$ cat src/hw/mips_cfg.svh
`ifndef MIPS_CFG_SVH
`define MIPS_CFG_SVH

// instruction fields seen by the control unit
`define OPCODE_W 6
`define FUNCT_W 6

// fixed memory latency, address to valid read data
`define MEM_WAIT_CYCLES 2

// must hold MEM_WAIT_CYCLES
`define WAIT_CNT_W 2

`endif

$ cat src/hw/ctrlPkg.sv
package ctrlPkg;

    typedef enum logic [4:0] {
        FETCH_ADDR    = 5'd0,
        FETCH_PC      = 5'd1,
        FETCH_IR      = 5'd2,
        DECODE_TARGET = 5'd3,
        DECODE_REGS   = 5'd4,
        EXEC_ALU_R    = 5'd5,
        EXEC_ALU_I    = 5'd6,
        ALU_WB        = 5'd7,
        EXEC_MEM      = 5'd8,
        MEM_WAIT      = 5'd9,
        LOAD_WB       = 5'd10,
        STORE_WRITE   = 5'd11,
        EXEC_BRANCH   = 5'd12,
        BRANCH_TAKE   = 5'd13,
        JUMP          = 5'd14,
        EXEC_JAL      = 5'd15,
        JAL_LINK      = 5'd16,
        OPC_EPC       = 5'd17,
        OPC_VECTOR    = 5'd18,
        OVF_EPC       = 5'd19,
        OVF_VECTOR    = 5'd20,
        EXC_WAIT      = 5'd21,
        EXC_LOAD      = 5'd22,
        FINISH        = 5'd23
    } ctrlState_t;

    typedef enum logic [2:0] {
        ALU_PASS = 3'd0, // operand A unchanged
        ALU_ADD  = 3'd1,
        ALU_SUB  = 3'd2,
        ALU_AND  = 3'd3,
        ALU_CMP  = 3'd7
    } aluOp_t;

    typedef enum logic [1:0] {DST_RT = 2'd0, DST_RD = 2'd1, DST_LINK = 2'd3} regDst_t;

    typedef enum logic [1:0] {
        WB_ALU_OUT, WB_MEM_DATA, WB_LESS_THAN, WB_UPPER_IMM
    } memToReg_t;

    // exception vector read back from memory on code 0
    typedef enum logic [1:0] {
        PC_MEM_DATA, PC_ALU_RESULT, PC_ALU_OUT, PC_JUMP_TARGET
    } pcSource_t;

    typedef enum logic {SRCA_PC, SRCA_REG_A} aluSrcA_t;

    typedef enum logic [1:0] {
        SRCB_REG_B, SRCB_FOUR, SRCB_IMM, SRCB_BRANCH_OFFSET
    } aluSrcB_t;

    typedef enum logic [1:0] {
        ADDR_PC, ADDR_ALU_OUT, ADDR_OPCODE_VEC, ADDR_OVERFLOW_VEC
    } iOrD_t;

endpackage

$ cat src/hw/isaPkg.sv
`include "mips_cfg.svh"

package isaPkg;

    typedef enum logic [`OPCODE_W-1:0] {
        R_FORMAT = 6'h00,
        J        = 6'h02,
        JAL      = 6'h03,
        BEQ      = 6'h04,
        BNE      = 6'h05,
        BLE      = 6'h06,
        BGT      = 6'h07,
        ADDI     = 6'h08,
        ADDIU    = 6'h09,
        SLTI     = 6'h0a,
        LUI      = 6'h0f,
        LW       = 6'h23,
        SW       = 6'h2b
    } opcode_t;

    // only meaningful under R_FORMAT
    typedef enum logic [`FUNCT_W-1:0] {
        ADD = 6'h20,
        SUB = 6'h22,
        AND = 6'h24,
        SLT = 6'h2a
    } funct_t;

    typedef enum logic [2:0] {
        CLS_ALU_REG,
        CLS_ALU_IMM,
        CLS_LOAD,
        CLS_STORE,
        CLS_BRANCH,
        CLS_JUMP,
        CLS_JUMP_LINK,
        CLS_ILLEGAL
    } instrClass_t;

    typedef enum logic [1:0] {
        BR_EQ, // beq
        BR_NE, // bne
        BR_GT, // bgt
        BR_LE  // ble, taken when not greater
    } branchCond_t;

endpackage

$ cat src/hw/decodeIf.sv
interface decodeIf import isaPkg::*, ctrlPkg::*; ();

    instrClass_t instrClass;
    branchCond_t branchCond;
    logic        trapsOverflow;
    aluOp_t      aluOp;
    memToReg_t   wbSource;
    regDst_t     wbDest;

    modport decoder (
        output instrClass, branchCond, trapsOverflow, aluOp, wbSource, wbDest
    );

    modport sequencer (input instrClass, branchCond, trapsOverflow);

    modport encoder (input aluOp, wbSource, wbDest);

endinterface

$ cat src/hw/controlEncoder.sv
module controlEncoder import ctrlPkg::*; (
    input  ctrlState_t state,
    decodeIf.encoder   dec,
    output logic       memWrite,
    output logic       pcWrite,
    output logic       irWrite,
    output logic       regWrite,
    output logic       abWrite,
    output logic       aluOutWrite,
    output logic       epcWrite,
    output aluOp_t     aluControl,
    output regDst_t    regDstSelect,
    output memToReg_t  memToRegSelect,
    output pcSource_t  pcSourceSelect,
    output aluSrcA_t   aluSrcASelect,
    output aluSrcB_t   aluSrcBSelect,
    output iOrD_t      iOrDSelect
);

    always_comb begin
        memWrite       = 1'b0;
        pcWrite        = 1'b0;
        irWrite        = 1'b0;
        regWrite       = 1'b0;
        abWrite        = 1'b0;
        aluOutWrite    = 1'b0;
        epcWrite       = 1'b0;
        aluControl     = ALU_PASS;
        regDstSelect   = DST_RT;
        memToRegSelect = WB_ALU_OUT;
        pcSourceSelect = PC_MEM_DATA;
        aluSrcASelect  = SRCA_PC;
        aluSrcBSelect  = SRCB_REG_B;
        iOrDSelect     = ADDR_PC;

        case (state)
            FETCH_PC: begin // pc + 4
                aluSrcBSelect  = SRCB_FOUR;
                aluControl     = ALU_ADD;
                pcSourceSelect = PC_ALU_RESULT;
                pcWrite        = 1'b1;
            end
            FETCH_IR: irWrite = 1'b1;
            DECODE_TARGET: begin
                // branch target computed ahead of the class decision
                aluSrcBSelect = SRCB_BRANCH_OFFSET;
                aluControl    = ALU_ADD;
                aluOutWrite   = 1'b1;
            end
            DECODE_REGS: abWrite = 1'b1;

            EXEC_ALU_R: begin
                aluSrcASelect = SRCA_REG_A;
                aluControl    = dec.aluOp;
                aluOutWrite   = 1'b1;
            end
            EXEC_ALU_I: begin
                aluSrcASelect = SRCA_REG_A;
                aluSrcBSelect = SRCB_IMM;
                aluControl    = dec.aluOp;
                aluOutWrite   = 1'b1;
            end
            ALU_WB: begin
                regWrite       = 1'b1;
                regDstSelect   = dec.wbDest;
                memToRegSelect = dec.wbSource;
            end

            EXEC_MEM: begin // effective address
                aluSrcASelect = SRCA_REG_A;
                aluSrcBSelect = SRCB_IMM;
                aluControl    = ALU_ADD;
                aluOutWrite   = 1'b1;
            end
            MEM_WAIT: iOrDSelect = ADDR_ALU_OUT;
            LOAD_WB: begin
                iOrDSelect     = ADDR_ALU_OUT;
                regWrite       = 1'b1;
                memToRegSelect = WB_MEM_DATA;
            end
            STORE_WRITE: begin
                iOrDSelect = ADDR_ALU_OUT;
                memWrite   = 1'b1;
            end

            EXEC_BRANCH: begin // flags only, nothing written
                aluSrcASelect = SRCA_REG_A;
                aluControl    = ALU_CMP;
            end
            BRANCH_TAKE: begin
                pcWrite        = 1'b1;
                pcSourceSelect = PC_ALU_OUT;
            end

            JUMP: begin
                pcWrite        = 1'b1;
                pcSourceSelect = PC_JUMP_TARGET;
            end
            EXEC_JAL: aluOutWrite = 1'b1; // return address, pc passes through
            JAL_LINK: begin
                regWrite     = 1'b1;
                regDstSelect = DST_LINK;
            end

            OPC_EPC,
            OVF_EPC: begin // epc gets pc - 4
                aluSrcBSelect = SRCB_FOUR;
                aluControl    = ALU_SUB;
                epcWrite      = 1'b1;
            end
            OPC_VECTOR: iOrDSelect = ADDR_OPCODE_VEC;
            OVF_VECTOR: iOrDSelect = ADDR_OVERFLOW_VEC;
            EXC_LOAD: pcWrite = 1'b1; // handler address from memory

            default: ;
        endcase
    end

endmodule

$ cat src/hw/ctrlTop.sv
`include "mips_cfg.svh"

module ctrlTop import isaPkg::*, ctrlPkg::*; (
    input  logic                 clk,
    input  logic                 reset,
    input  logic [`OPCODE_W-1:0] opcode,
    input  logic [`FUNCT_W-1:0]  funct,
    input  logic                 overflow,
    input  logic                 equal,
    input  logic                 greater,
    output logic                 memWrite,
    output logic                 pcWrite,
    output logic                 irWrite,
    output logic                 regWrite,
    output logic                 abWrite,
    output logic                 aluOutWrite,
    output logic                 epcWrite,
    output aluOp_t               aluControl,
    output regDst_t              regDstSelect,
    output memToReg_t            memToRegSelect,
    output pcSource_t            pcSourceSelect,
    output aluSrcA_t             aluSrcASelect,
    output aluSrcB_t             aluSrcBSelect,
    output iOrD_t                iOrDSelect
);

    ctrlState_t state;
    logic       timerStart;
    logic       timerDone;

    decodeIf u_decodeIf ();

    // raw fields, unknown codes stay visible to the decoder
    instrDecoder u_instrDecoder (
        .opcode (opcode_t'(opcode)),
        .funct  (funct_t'(funct)),
        .dec    (u_decodeIf.decoder)
    );

    waitTimer u_waitTimer (
        .clk   (clk),
        .reset (reset),
        .start (timerStart),
        .done  (timerDone)
    );

    mainSequencer u_mainSequencer (
        .clk        (clk),
        .reset      (reset),
        .dec        (u_decodeIf.sequencer),
        .overflow   (overflow),
        .equal      (equal),
        .greater    (greater),
        .timerDone  (timerDone),
        .timerStart (timerStart),
        .state      (state)
    );

    controlEncoder u_controlEncoder (
        .state          (state),
        .dec            (u_decodeIf.encoder),
        .memWrite       (memWrite),
        .pcWrite        (pcWrite),
        .irWrite        (irWrite),
        .regWrite       (regWrite),
        .abWrite        (abWrite),
        .aluOutWrite    (aluOutWrite),
        .epcWrite       (epcWrite),
        .aluControl     (aluControl),
        .regDstSelect   (regDstSelect),
        .memToRegSelect (memToRegSelect),
        .pcSourceSelect (pcSourceSelect),
        .aluSrcASelect  (aluSrcASelect),
        .aluSrcBSelect  (aluSrcBSelect),
        .iOrDSelect     (iOrDSelect)
    );

endmodule

$ cat src/hw/instrDecoder.sv
module instrDecoder import isaPkg::*, ctrlPkg::*; (
    input opcode_t opcode,
    input funct_t  funct,
    decodeIf.decoder dec
);

    always_comb begin
        dec.instrClass    = CLS_ILLEGAL;
        dec.branchCond    = BR_EQ;
        dec.trapsOverflow = 1'b0;
        dec.aluOp         = ALU_ADD;
        dec.wbSource      = WB_ALU_OUT;
        dec.wbDest        = DST_RT;

        case (opcode)
            R_FORMAT: begin
                dec.wbDest = DST_RD;
                case (funct)
                    ADD: begin
                        dec.instrClass    = CLS_ALU_REG;
                        dec.trapsOverflow = 1'b1;
                    end
                    SUB: begin
                        dec.instrClass    = CLS_ALU_REG;
                        dec.aluOp         = ALU_SUB;
                        dec.trapsOverflow = 1'b1;
                    end
                    AND: begin
                        dec.instrClass = CLS_ALU_REG;
                        dec.aluOp      = ALU_AND;
                    end
                    SLT: begin
                        dec.instrClass = CLS_ALU_REG;
                        dec.aluOp      = ALU_CMP;
                        dec.wbSource   = WB_LESS_THAN;
                    end
                    default: dec.instrClass = CLS_ILLEGAL; // unknown funct traps too
                endcase
            end
            ADDI: begin
                dec.instrClass    = CLS_ALU_IMM;
                dec.trapsOverflow = 1'b1;
            end
            ADDIU: dec.instrClass = CLS_ALU_IMM; // no trap
            SLTI: begin
                dec.instrClass = CLS_ALU_IMM;
                dec.aluOp      = ALU_CMP;
                dec.wbSource   = WB_LESS_THAN;
            end
            LUI: begin
                dec.instrClass = CLS_ALU_IMM;
                dec.wbSource   = WB_UPPER_IMM;
            end
            BEQ: begin
                dec.instrClass = CLS_BRANCH;
                dec.branchCond = BR_EQ;
            end
            BNE: begin
                dec.instrClass = CLS_BRANCH;
                dec.branchCond = BR_NE;
            end
            BLE: begin
                dec.instrClass = CLS_BRANCH;
                dec.branchCond = BR_LE;
            end
            BGT: begin
                dec.instrClass = CLS_BRANCH;
                dec.branchCond = BR_GT;
            end
            LW:  dec.instrClass = CLS_LOAD;
            SW:  dec.instrClass = CLS_STORE;
            J:   dec.instrClass = CLS_JUMP;
            JAL: dec.instrClass = CLS_JUMP_LINK;
            default: dec.instrClass = CLS_ILLEGAL;
        endcase
    end

endmodule

$ cat src/hw/mainSequencer.sv
module mainSequencer import isaPkg::*, ctrlPkg::*; (
    input  logic       clk,
    input  logic       reset,
    decodeIf.sequencer dec,
    input  logic       overflow,
    input  logic       equal,
    input  logic       greater,
    input  logic       timerDone,
    output logic       timerStart,
    output ctrlState_t state
);

    ctrlState_t nextState;
    logic       takeBranch;

    always_comb begin
        case (dec.branchCond)
            BR_EQ:   takeBranch = equal;
            BR_NE:   takeBranch = !equal;
            BR_GT:   takeBranch = greater;
            default: takeBranch = !greater;
        endcase
    end

    always_comb begin
        nextState  = FETCH_ADDR;
        timerStart = 1'b0;

        case (state)
            FETCH_ADDR:    nextState = FETCH_PC;
            FETCH_PC:      nextState = FETCH_IR;
            FETCH_IR:      nextState = DECODE_TARGET;
            DECODE_TARGET: nextState = DECODE_REGS;
            DECODE_REGS: begin
                case (dec.instrClass)
                    CLS_ALU_REG:   nextState = EXEC_ALU_R;
                    CLS_ALU_IMM:   nextState = EXEC_ALU_I;
                    CLS_LOAD,
                    CLS_STORE:     nextState = EXEC_MEM;
                    CLS_BRANCH:    nextState = EXEC_BRANCH;
                    CLS_JUMP:      nextState = JUMP;
                    CLS_JUMP_LINK: nextState = EXEC_JAL;
                    default:       nextState = OPC_EPC;
                endcase
            end

            EXEC_ALU_R,
            EXEC_ALU_I: begin
                if (dec.trapsOverflow && overflow) begin
                    nextState = OVF_EPC;
                end else begin
                    nextState = ALU_WB;
                end
            end
            ALU_WB: nextState = FINISH;

            EXEC_MEM: begin
                nextState  = MEM_WAIT;
                timerStart = 1'b1;
            end
            MEM_WAIT: begin
                if (!timerDone) begin
                    nextState = MEM_WAIT;
                end else if (dec.instrClass == CLS_LOAD) begin
                    nextState = LOAD_WB;
                end else begin
                    nextState = STORE_WRITE;
                end
            end
            LOAD_WB,
            STORE_WRITE: nextState = FINISH;

            EXEC_BRANCH: nextState = takeBranch ? BRANCH_TAKE : FINISH;
            BRANCH_TAKE: nextState = FINISH;

            JUMP:     nextState = FINISH;
            EXEC_JAL: nextState = JAL_LINK;
            JAL_LINK: nextState = JUMP;   // link first, then jump

            OPC_EPC: nextState = OPC_VECTOR;
            OVF_EPC: nextState = OVF_VECTOR;
            OPC_VECTOR,
            OVF_VECTOR: begin
                nextState  = EXC_WAIT;
                timerStart = 1'b1;
            end
            EXC_WAIT: nextState = timerDone ? EXC_LOAD : EXC_WAIT;
            EXC_LOAD: nextState = FINISH;

            FINISH:  nextState = FETCH_ADDR;
            default: nextState = FETCH_ADDR;
        endcase
    end

    always_ff @(posedge clk) begin
        if (reset) begin
            state <= FETCH_ADDR;
        end else begin
            state <= nextState;
        end
    end

endmodule

$ cat src/hw/waitTimer.sv
`include "mips_cfg.svh"

module waitTimer (
    input  logic clk,
    input  logic reset,
    input  logic start,
    output logic done
);

    logic [`WAIT_CNT_W-1:0] count;

    always_ff @(posedge clk) begin
        if (reset) begin
            count <= '0;
        end else if (start) begin
            count <= `WAIT_CNT_W'(`MEM_WAIT_CYCLES);
        end else if (count != '0) begin
            count <= count - 1'b1;
        end
    end

    // high while the last wait cycle runs
    assign done = (count == `WAIT_CNT_W'(1));

endmodule

$ cat config.mk
export PLATFORM = sky130hd
export DESIGN_NAME = ctrlTop
export DESIGN_NICKNAME = d
export VERILOG_FILES = /design/src/hw/ctrlPkg.sv /design/src/hw/isaPkg.sv /design/src/hw/decodeIf.sv /design/src/hw/controlEncoder.sv /design/src/hw/ctrlTop.sv /design/src/hw/instrDecoder.sv /design/src/hw/mainSequencer.sv /design/src/hw/waitTimer.sv
export VERILOG_INCLUDE_DIRS = /design/src /design/src/hw
export SDC_FILE = /design/constraint.sdc
export NUM_CORES = 1
export LEC_CHECK = 0
export BUFFER_PORTS_ARGS = -buffer_cell sky130_fd_sc_hd__buf_4
export CAP_MARGIN = 20
export CORE_AREA = 2 2 62 76
export CTS_BUF_LIST = sky130_fd_sc_hd__clkbuf_8 sky130_fd_sc_hd__clkbuf_16
export CTS_CLUSTER_DIAMETER = 80
export CTS_CLUSTER_SIZE = 25
export DETAILED_ROUTE_END_ITERATION = 10
export DIE_AREA = 0 0 64 78
export GPL_TIMING_DRIVEN = 0
export HOLD_SLACK_MARGIN = 0.12
export REMOVE_ABC_BUFFERS = 1
export SKIP_LAST_GASP = 1
export SYNTH_ARGS = -nofsm -noshare
export SYNTH_HDL_FRONTEND = slang
export SYNTH_SLANG_ARGS = --single-unit
$ cat constraint.sdc
create_clock -name clk -period 1.85 [get_ports clk]
set_input_delay 0.185 -clock clk [delete_from_list [all_inputs] [get_ports clk]]
set_output_delay 0.185 -clock clk [all_outputs]
set_load 0.02 [all_outputs]
==> results.yml, run 1 <==
timing:
  max_slew.worst_pin.slew_ns: 0.467
  hold_viol_final: 0
  final.period_utilization: 0.967
  setup_viol_count_final: 0
  max_slew_headroom: 0.680
  grt_setup_unrepaired: "true"
  max_freq_mhz: 559
  timing.final.crit_period_ns: 1.79
  report.final.slew_viol_count: 0
  clock-skew-final_ns: 0.00111
pwr:
  irDropWorstVdd_mv: 0.484
  power_density_nw_per_um2: 1090
  cellLeakagePower_nw: 0.707
  switching_power_mw: 1.06
  totalPowerFinal_mw: 2.04
  comb_power_share: 0.703
  power_switching_share: 0.518
  share_clk_of_total_power: 0.098
  power_report.internal_total_mw: 0.983
  p_seq_frac: 0.199
logic_synthesis:
  dominant_combinational_cell_family_by_area_after_synthesis: "simple AND/OR/NAND/NOR gates"
  synthesis.yosys.warnings: 0
  synth_enable_flop_cells: 0
  mappedNetlistArea_um2: 1460
  fraction_of_synthesized_cell_area_in_xor_and_xnor_cells: 0.0120
  yosysUniqueCellTypes: 54
  netlist_instances: 232
  synth-simple-area-share: 0.404
  synthArstFlopShare: 0
  synth-seq-cells: 7
  adder_cell_area_share_of_the_yosys_netlist: 0.00688
  synth_area_per_cell_um2: 6.27
  synth-seq-area-share: 0.0963
  synth_top_flop_cell: "dfxtp_1"
  synth_compound_area_frac: 0.390
  synth_mux_area_frac: 0.00688
route:
  vias_per_cell: 5.83
  dr_total_vias: 1814
  antenna_left: 0
  detail_route.iter0.violations: 142
  drc: 0
  wirelength_mm: 4.58
  post_drt_wl_per_cell_um: 14.7
  detail_route.first_pass.iterations: 4
die:
  pin_count: 38
  rows: 26
  initial_core_util: 0.347
  die_area_um2: 4990
  floorplan.die.height_um: 78
  core_box_area_um2: 4200
  die_x_um: 64
grt:
  number_of_antenna_violations_at_the_first_check_in_global_routing: 0
  use_met2: 0.275
  grt_use_met1: 0.263
  grt_pass1_vias: 1592
  global_route.usage.met3: 0.0275
  grt.total_usage: 0.182
  grt_max_degree: 33
  grt_first_pass_wirelength_mm: 7.58
  busiest_layer: "met2"
  overflow: 0
critical_path:
  critPathLaunchType: "flop"
  critical_path_buf_inv_count: 1
  path_max_fanout: 14
  critPathMaxStageDelay_ns: 0.43
  setup.reg_to_reg.worst_slack_ns: 0.21
  critPathCaptureType: "output port"
  critPathArrivalTime_ns: 1.60
  crit_type: "reg2out"
  worstPathCellList: "nand2b_1, or3_1, o21bai_1, buf_4"
  critPathRequiredTime_ns: 1.66
  kind_of_cell_with_the_highest_combined_delay_on_the_critical_path: "simple AND/OR/NAND/NOR gates"
  slowest_stage_cell_on_the_critical_path: "or3_1"
layout:
  most-common-layout-cells: "buf_4 (41), nor2_1 (25), nand2_1 (18), o21ai_0 (17), a21oi_1 (17)"
  proportion_of_layout_cells_with_a_drive_suffix_above_1: 0.267
  num_antenna_cells: 0
  synthToLayoutAreaGrowth_pct: 29.1
  layout.cells.most_common: "buf_4"
  final_area_um2: 1880
  nets: 273
  postLayoutCoreUtil: 0.448
cts:
  clk_transition_reported_paths_ns: 0.04
  cts_inserted_buffers: 3
  cts_root_buf: "clkbuf_8"
  clock_sink_count: 7
  cts.htree.levels: 1
  post_cts_hold_buffer_count: 0
  insertion_delay_ns: 0.22
  cts_tree: "done"
  max-clock-path-buffers: 2
place:
  hpwlAfterDp_mm: 3.09
  dpl_cell_area_um2: 1700
  placer_congestion_estimate: 0.873
  port_buffers: 37
outcome:
  outcome: "finished clean"
worst_hold_path:
  min_path_type: "in2reg"
flow_run:
  maxCapViolations: 0
synthesized netlist by cell type, drive strengths merged, types with 2 or more instances:
library cell / number / area [um2]
o2bb2ai: 2 / 17.5
a211oi: 4 / 30.0
xnor2: 2 / 17.5
nor2: 29 / 109
and2: 3 / 18.8
a21oi: 18 / 90.1
inv: 5 / 18.8
o32a: 2 / 20.0
nor3: 4 / 20.0
dfxtp: 7 / 140
o21ai: 17 / 85.1
a31oi: 5 / 31.3
o211ai: 4 / 30.0
nand4: 3 / 18.8
a21o: 2 / 15.0
o31ai: 2 / 15.0
nand2b: 10 / 62.6
nand3: 13 / 65.1
o21bai: 3 / 22.5
nor4: 4 / 25.0
o21a: 4 / 30.0
nor2b: 9 / 56.3
a2111oi: 2 / 36.3
nand3b: 2 / 15.0
and3: 5 / 31.3
nand2: 18 / 67.6
buf: 9 / 51.3
o221ai: 2 / 23.8
nor3b: 4 / 30.0
nand4b: 2 / 17.5
clkbuf: 14 / 52.6
o22ai: 3 / 18.8
path summary, 6_finish.rpt:
check	cells past startpoint	end	start
worst max-delay path	4	regDstSelect[0]	u_mainSequencer.state[3]
worst min-delay path	2	u_waitTimer.count[1]	reset
worst max register to register	5	u_mainSequencer.state[4]	u_mainSequencer.state[4]
worst min register to register	1	u_waitTimer.count[0]	u_waitTimer.count[0]
cell type report:
cell class                      instances  area [um2]
Fill cell                             442        2320
Multi-Input combinational cell        197        1260
Timing Repair Buffer                   42         322
Sequential cell                         7         159
Tap cell                               56        70.1
Clock buffer                            3        41.3
Inverter                                5        22.5
Clock inverter                          1        3.75
what timing repair did:
action,CTS,global route
endpoints found under the hold margin,0,0
endpoints found under the setup margin,25,11
setup buffers,1,4
resized for setup,18,10
logic make-up after synthesis:
group           count (synthesis)
mux                             1
flops                           7
simple gates                  112
buf+inv                        28
fa+ha+maj                       1
xor+xnor                        2
compound gates                 81
worst register-to-register path: stages (launching register included):
cell and delay, ns:
dfxtp_4 0.49, clkinvlp_4 0.19, buf_4 0.19, a2111oi_0 0.46, nand2_1 0.13, o221ai_2 0.08
metrics by stage:
stage	TNS (ns)	hold slack, ns	worst slack, ns	std cells
2_1_floorplan	-0.219	0.257	-0.107	209
3_3_place_gp	-3.94	0.401	-0.407	302
3_5_place_dp	-3.59	0.409	-0.391	302
4_1_cts	-0.00659	0.172	-0.00659	307
5_1_grt	-0.0409	0.171	-0.0364	311
6_report	0	0.178	0.0602	311
layer usage:
metal	up-vias	wire length (um)
met5	-	0
met4	0	68
met3	8	286
met2	81	2170
met1	814	2050
li1	911	-
power by group through the flow:
stage	registers [mW]	clock network, mW	logic (mW)
detailed placement	0.449	0	1.19
floorplan	0.375	0	0.816
CTS	0.482	0.207	1.22
global placement	0.449	0	1.19
finish	0.406	0.200	1.43
global route	0.421	0.225	1.58
state kept, by name, indices dropped and copies added (netlist names):
| register | count |
|---|---|
| u_mainSequencer.state | 5 |
| u_waitTimer.count | 2 |
Note: power is estimated with default switching activity, not from simulation.
==> run 2: changes to the inputs <==
SETUP_SLACK_MARGIN = 0.4   (was default)
==> results.yml, run 2 (synthesis gave the netlist of run 1 again) <==
outcome:
  outcome: "finished clean"
cts:
  cts_inserted_buffers: 3
  max-clock-path-buffers: 2
  insertion_delay_ns: 0.22
  clock_sink_count: 7
  clk_transition_reported_paths_ns: 0.04
  cts_root_buf: "clkbuf_8"
  cts_tree: "done"
  cts.htree.levels: 1
route:
  post_drt_wl_per_cell_um: 17.3
  drc: 0
  dr_total_vias: 2165
  antenna_left: 0
  detail_route.first_pass.iterations: 6
  wirelength_mm: 6.26
  detail_route.iter0.violations: 192
  vias_per_cell: 5.98
critical_path:
  critPathRequiredTime_ns: 1.66
  setup.reg_to_reg.worst_slack_ns: 0.37
  critPathMaxStageDelay_ns: 0.36
  reg2reg_launch_point: "u_mainSequencer.state[4]"
  crit_type: "reg2out"
  r2r.worst_path.cells: 6
  path_max_fanout: 5
  worstPathCellList: "buf_6, nor2b_4, nand2_4, a21oi_4, a31oi_1, nor2_1, buf_4"
  timing.rr.end: "u_mainSequencer.state[1]"
  slowest_stage_cell_on_the_critical_path: "dfxtp_4"
  critPathCaptureType: "output port"
  critPathArrivalTime_ns: 1.49
  critPathLaunchType: "flop"
  critical_path_start: "u_mainSequencer.state[3]"
die:
  core_box_area_um2: 4200
  pin_count: 38
  floorplan.die.height_um: 78
  die_x_um: 64
  rows: 26
  die_area_um2: 4990
  initial_core_util: 0.347
pwr:
  comb_power_share: 0.827
  share_clk_of_total_power: 0.065
  totalPowerFinal_mw: 3.12
  power_density_nw_per_um2: 1210
  power_report.internal_total_mw: 1.62
  irDropWorstVdd_mv: 0.564
  p_seq_frac: 0.109
  power_switching_share: 0.482
  switching_power_mw: 1.50
  cellLeakagePower_nw: 1.04
layout:
  post_route_insts_no_fill: 362
  largest_register: "u_mainSequencer.state"
  top_regs: "u_mainSequencer.state: 5 flops, u_waitTimer.count: 2 flops"
  layout.cells.most_common: "buf_4"
  multi_input_comb_area_um2: 1480
  num_antenna_cells: 0
  synthToLayoutAreaGrowth_pct: 77.6
  fillerInstances: 370
  postLayoutCoreUtil: 0.616
  nets: 324
  proportion_of_layout_cells_with_a_drive_suffix_above_1: 0.510
  largest_reg_flops: 5
  most-common-layout-cells: "buf_4 (70), nor2_1 (22), buf_6 (20), o21ai_0 (14)"
  register_area_um2: 159
timing:
  max_slew.worst_pin.slew_ns: 0.389
  grt_setup_unrepaired: "true"
  setup_ws_ns: 0.171
  max_slew_headroom: 0.740
  final.period_utilization: 0.907
  max_freq_mhz: 596
  report.final.slew_viol_count: 0
  hold_viol_final: 0
  timing.final.crit_period_ns: 1.68
  clock-skew-final_ns: 0.00304
  setup_viol_count_final: 0
place:
  dp_slack_ns: -0.391
  placer_congestion_estimate: 0.873
  placed_cells: 302
  port_buffers: 37
  hpwlAfterDp_mm: 3.09
grt:
  use_met2: 0.386
  number_of_antenna_violations_at_the_first_check_in_global_routing: 0
  overflow: 0
  grt_first_pass_wirelength_mm: 9.42
  grt_use_met1: 0.293
  grt.total_usage: 0.230
  grt_max_degree: 20
  busiest_layer: "met2"
  global_route.usage.met3: 0.0319
  grt_pass1_vias: 1967
worst_hold_path:
  min_delay_worst_endpoint: "u_waitTimer.count[1]"
  hp-start: "reset"
  min_path_type: "in2reg"
  worstHoldPathCells: 2
flow_run:
  maxCapViolations: 0
run 2: cell types whose count changed in the layout (fill, tap and decap cells not counted), moves of 4 or more:
| cell | before | now |
|---|---|---|
| buf_4 | 41 | 70 |
| buf_6 | 0 | 20 |
| nand2_1 | 18 | 13 |
| a21oi_1 | 17 | 13 |
| and3_1 | 5 | 1 |
| and3_4 | 0 | 4 |
run 2: worst max-delay path by stage:
stage	to	depth (start not counted)
2_1_floorplan	aluSrcBSelect[1]	5
3_3_place_gp	aluSrcBSelect[1]	6
3_5_place_dp	aluSrcBSelect[1]	6
4_1_cts	aluControl[1]	6
5_1_grt	aluSrcASelect	6
6_report	aluSrcBSelect[1]	7
run 2: metrics by stage:
stage / hold slack [ns] / setup TNS (ns) / instance area, um2
2_1_floorplan: 0.257 / -0.219 / 1350
3_3_place_gp: 0.401 / -3.94 / 1700
3_5_place_dp: 0.409 / -3.59 / 1700
4_1_cts: 0.184 / 0 / 2280
5_1_grt: 0.187 / 0 / 2580
6_report: 0.187 / 0 / 2580
run 2: final cells by class:
cell class,count,area share
clock buffer,3,0.0160
inverter,5,0.0102
tap,56,0.0271
timing repair buffer,93,0.312
clock inverter,1,0.00145
sequential,7,0.0615
multi-input combinational,197,0.572
run 2: metal layers:
layer | share of wire | vias to the layer above
met5 | 0 | -
met4 | 0.038 | 0
met3 | 0.058 | 25
met2 | 0.50 | 112
met1 | 0.41 | 1016
li1 | - | 1012
run 2: power by group through the flow:
stage | registers (mW) | clock network (mW) | logic [mW]
final | 0.339 | 0.201 | 2.58
after floorplan | 0.375 | 0 | 0.816
after detailed placement | 0.449 | 0 | 1.19
after global placement | 0.449 | 0 | 1.19
after global routing | 0.340 | 0.227 | 2.73
after CTS | 0.321 | 0.207 | 2.10
run 2: worst max-delay path, delay by kind of cell, from the launching register on:
| kind | cells | cell delay, ns |
|---|---|---|
| AOI/OAI and AO/OA | 2 | 0.23 |
| and+or+nand+nor | 3 | 0.41 |
| buffers and inverters | 2 | 0.26 |
| DFF | 1 | 0.36 |
run 2: what timing repair did:
item                                    4_1_cts  5_1_grt
hold endpoints to repair                      0        0
buffers inserted                             40       16
pin swaps                                    17       24
hold buffers                                  0        0
endpoints found under the setup margin       28       24
resized for setup                            65       49
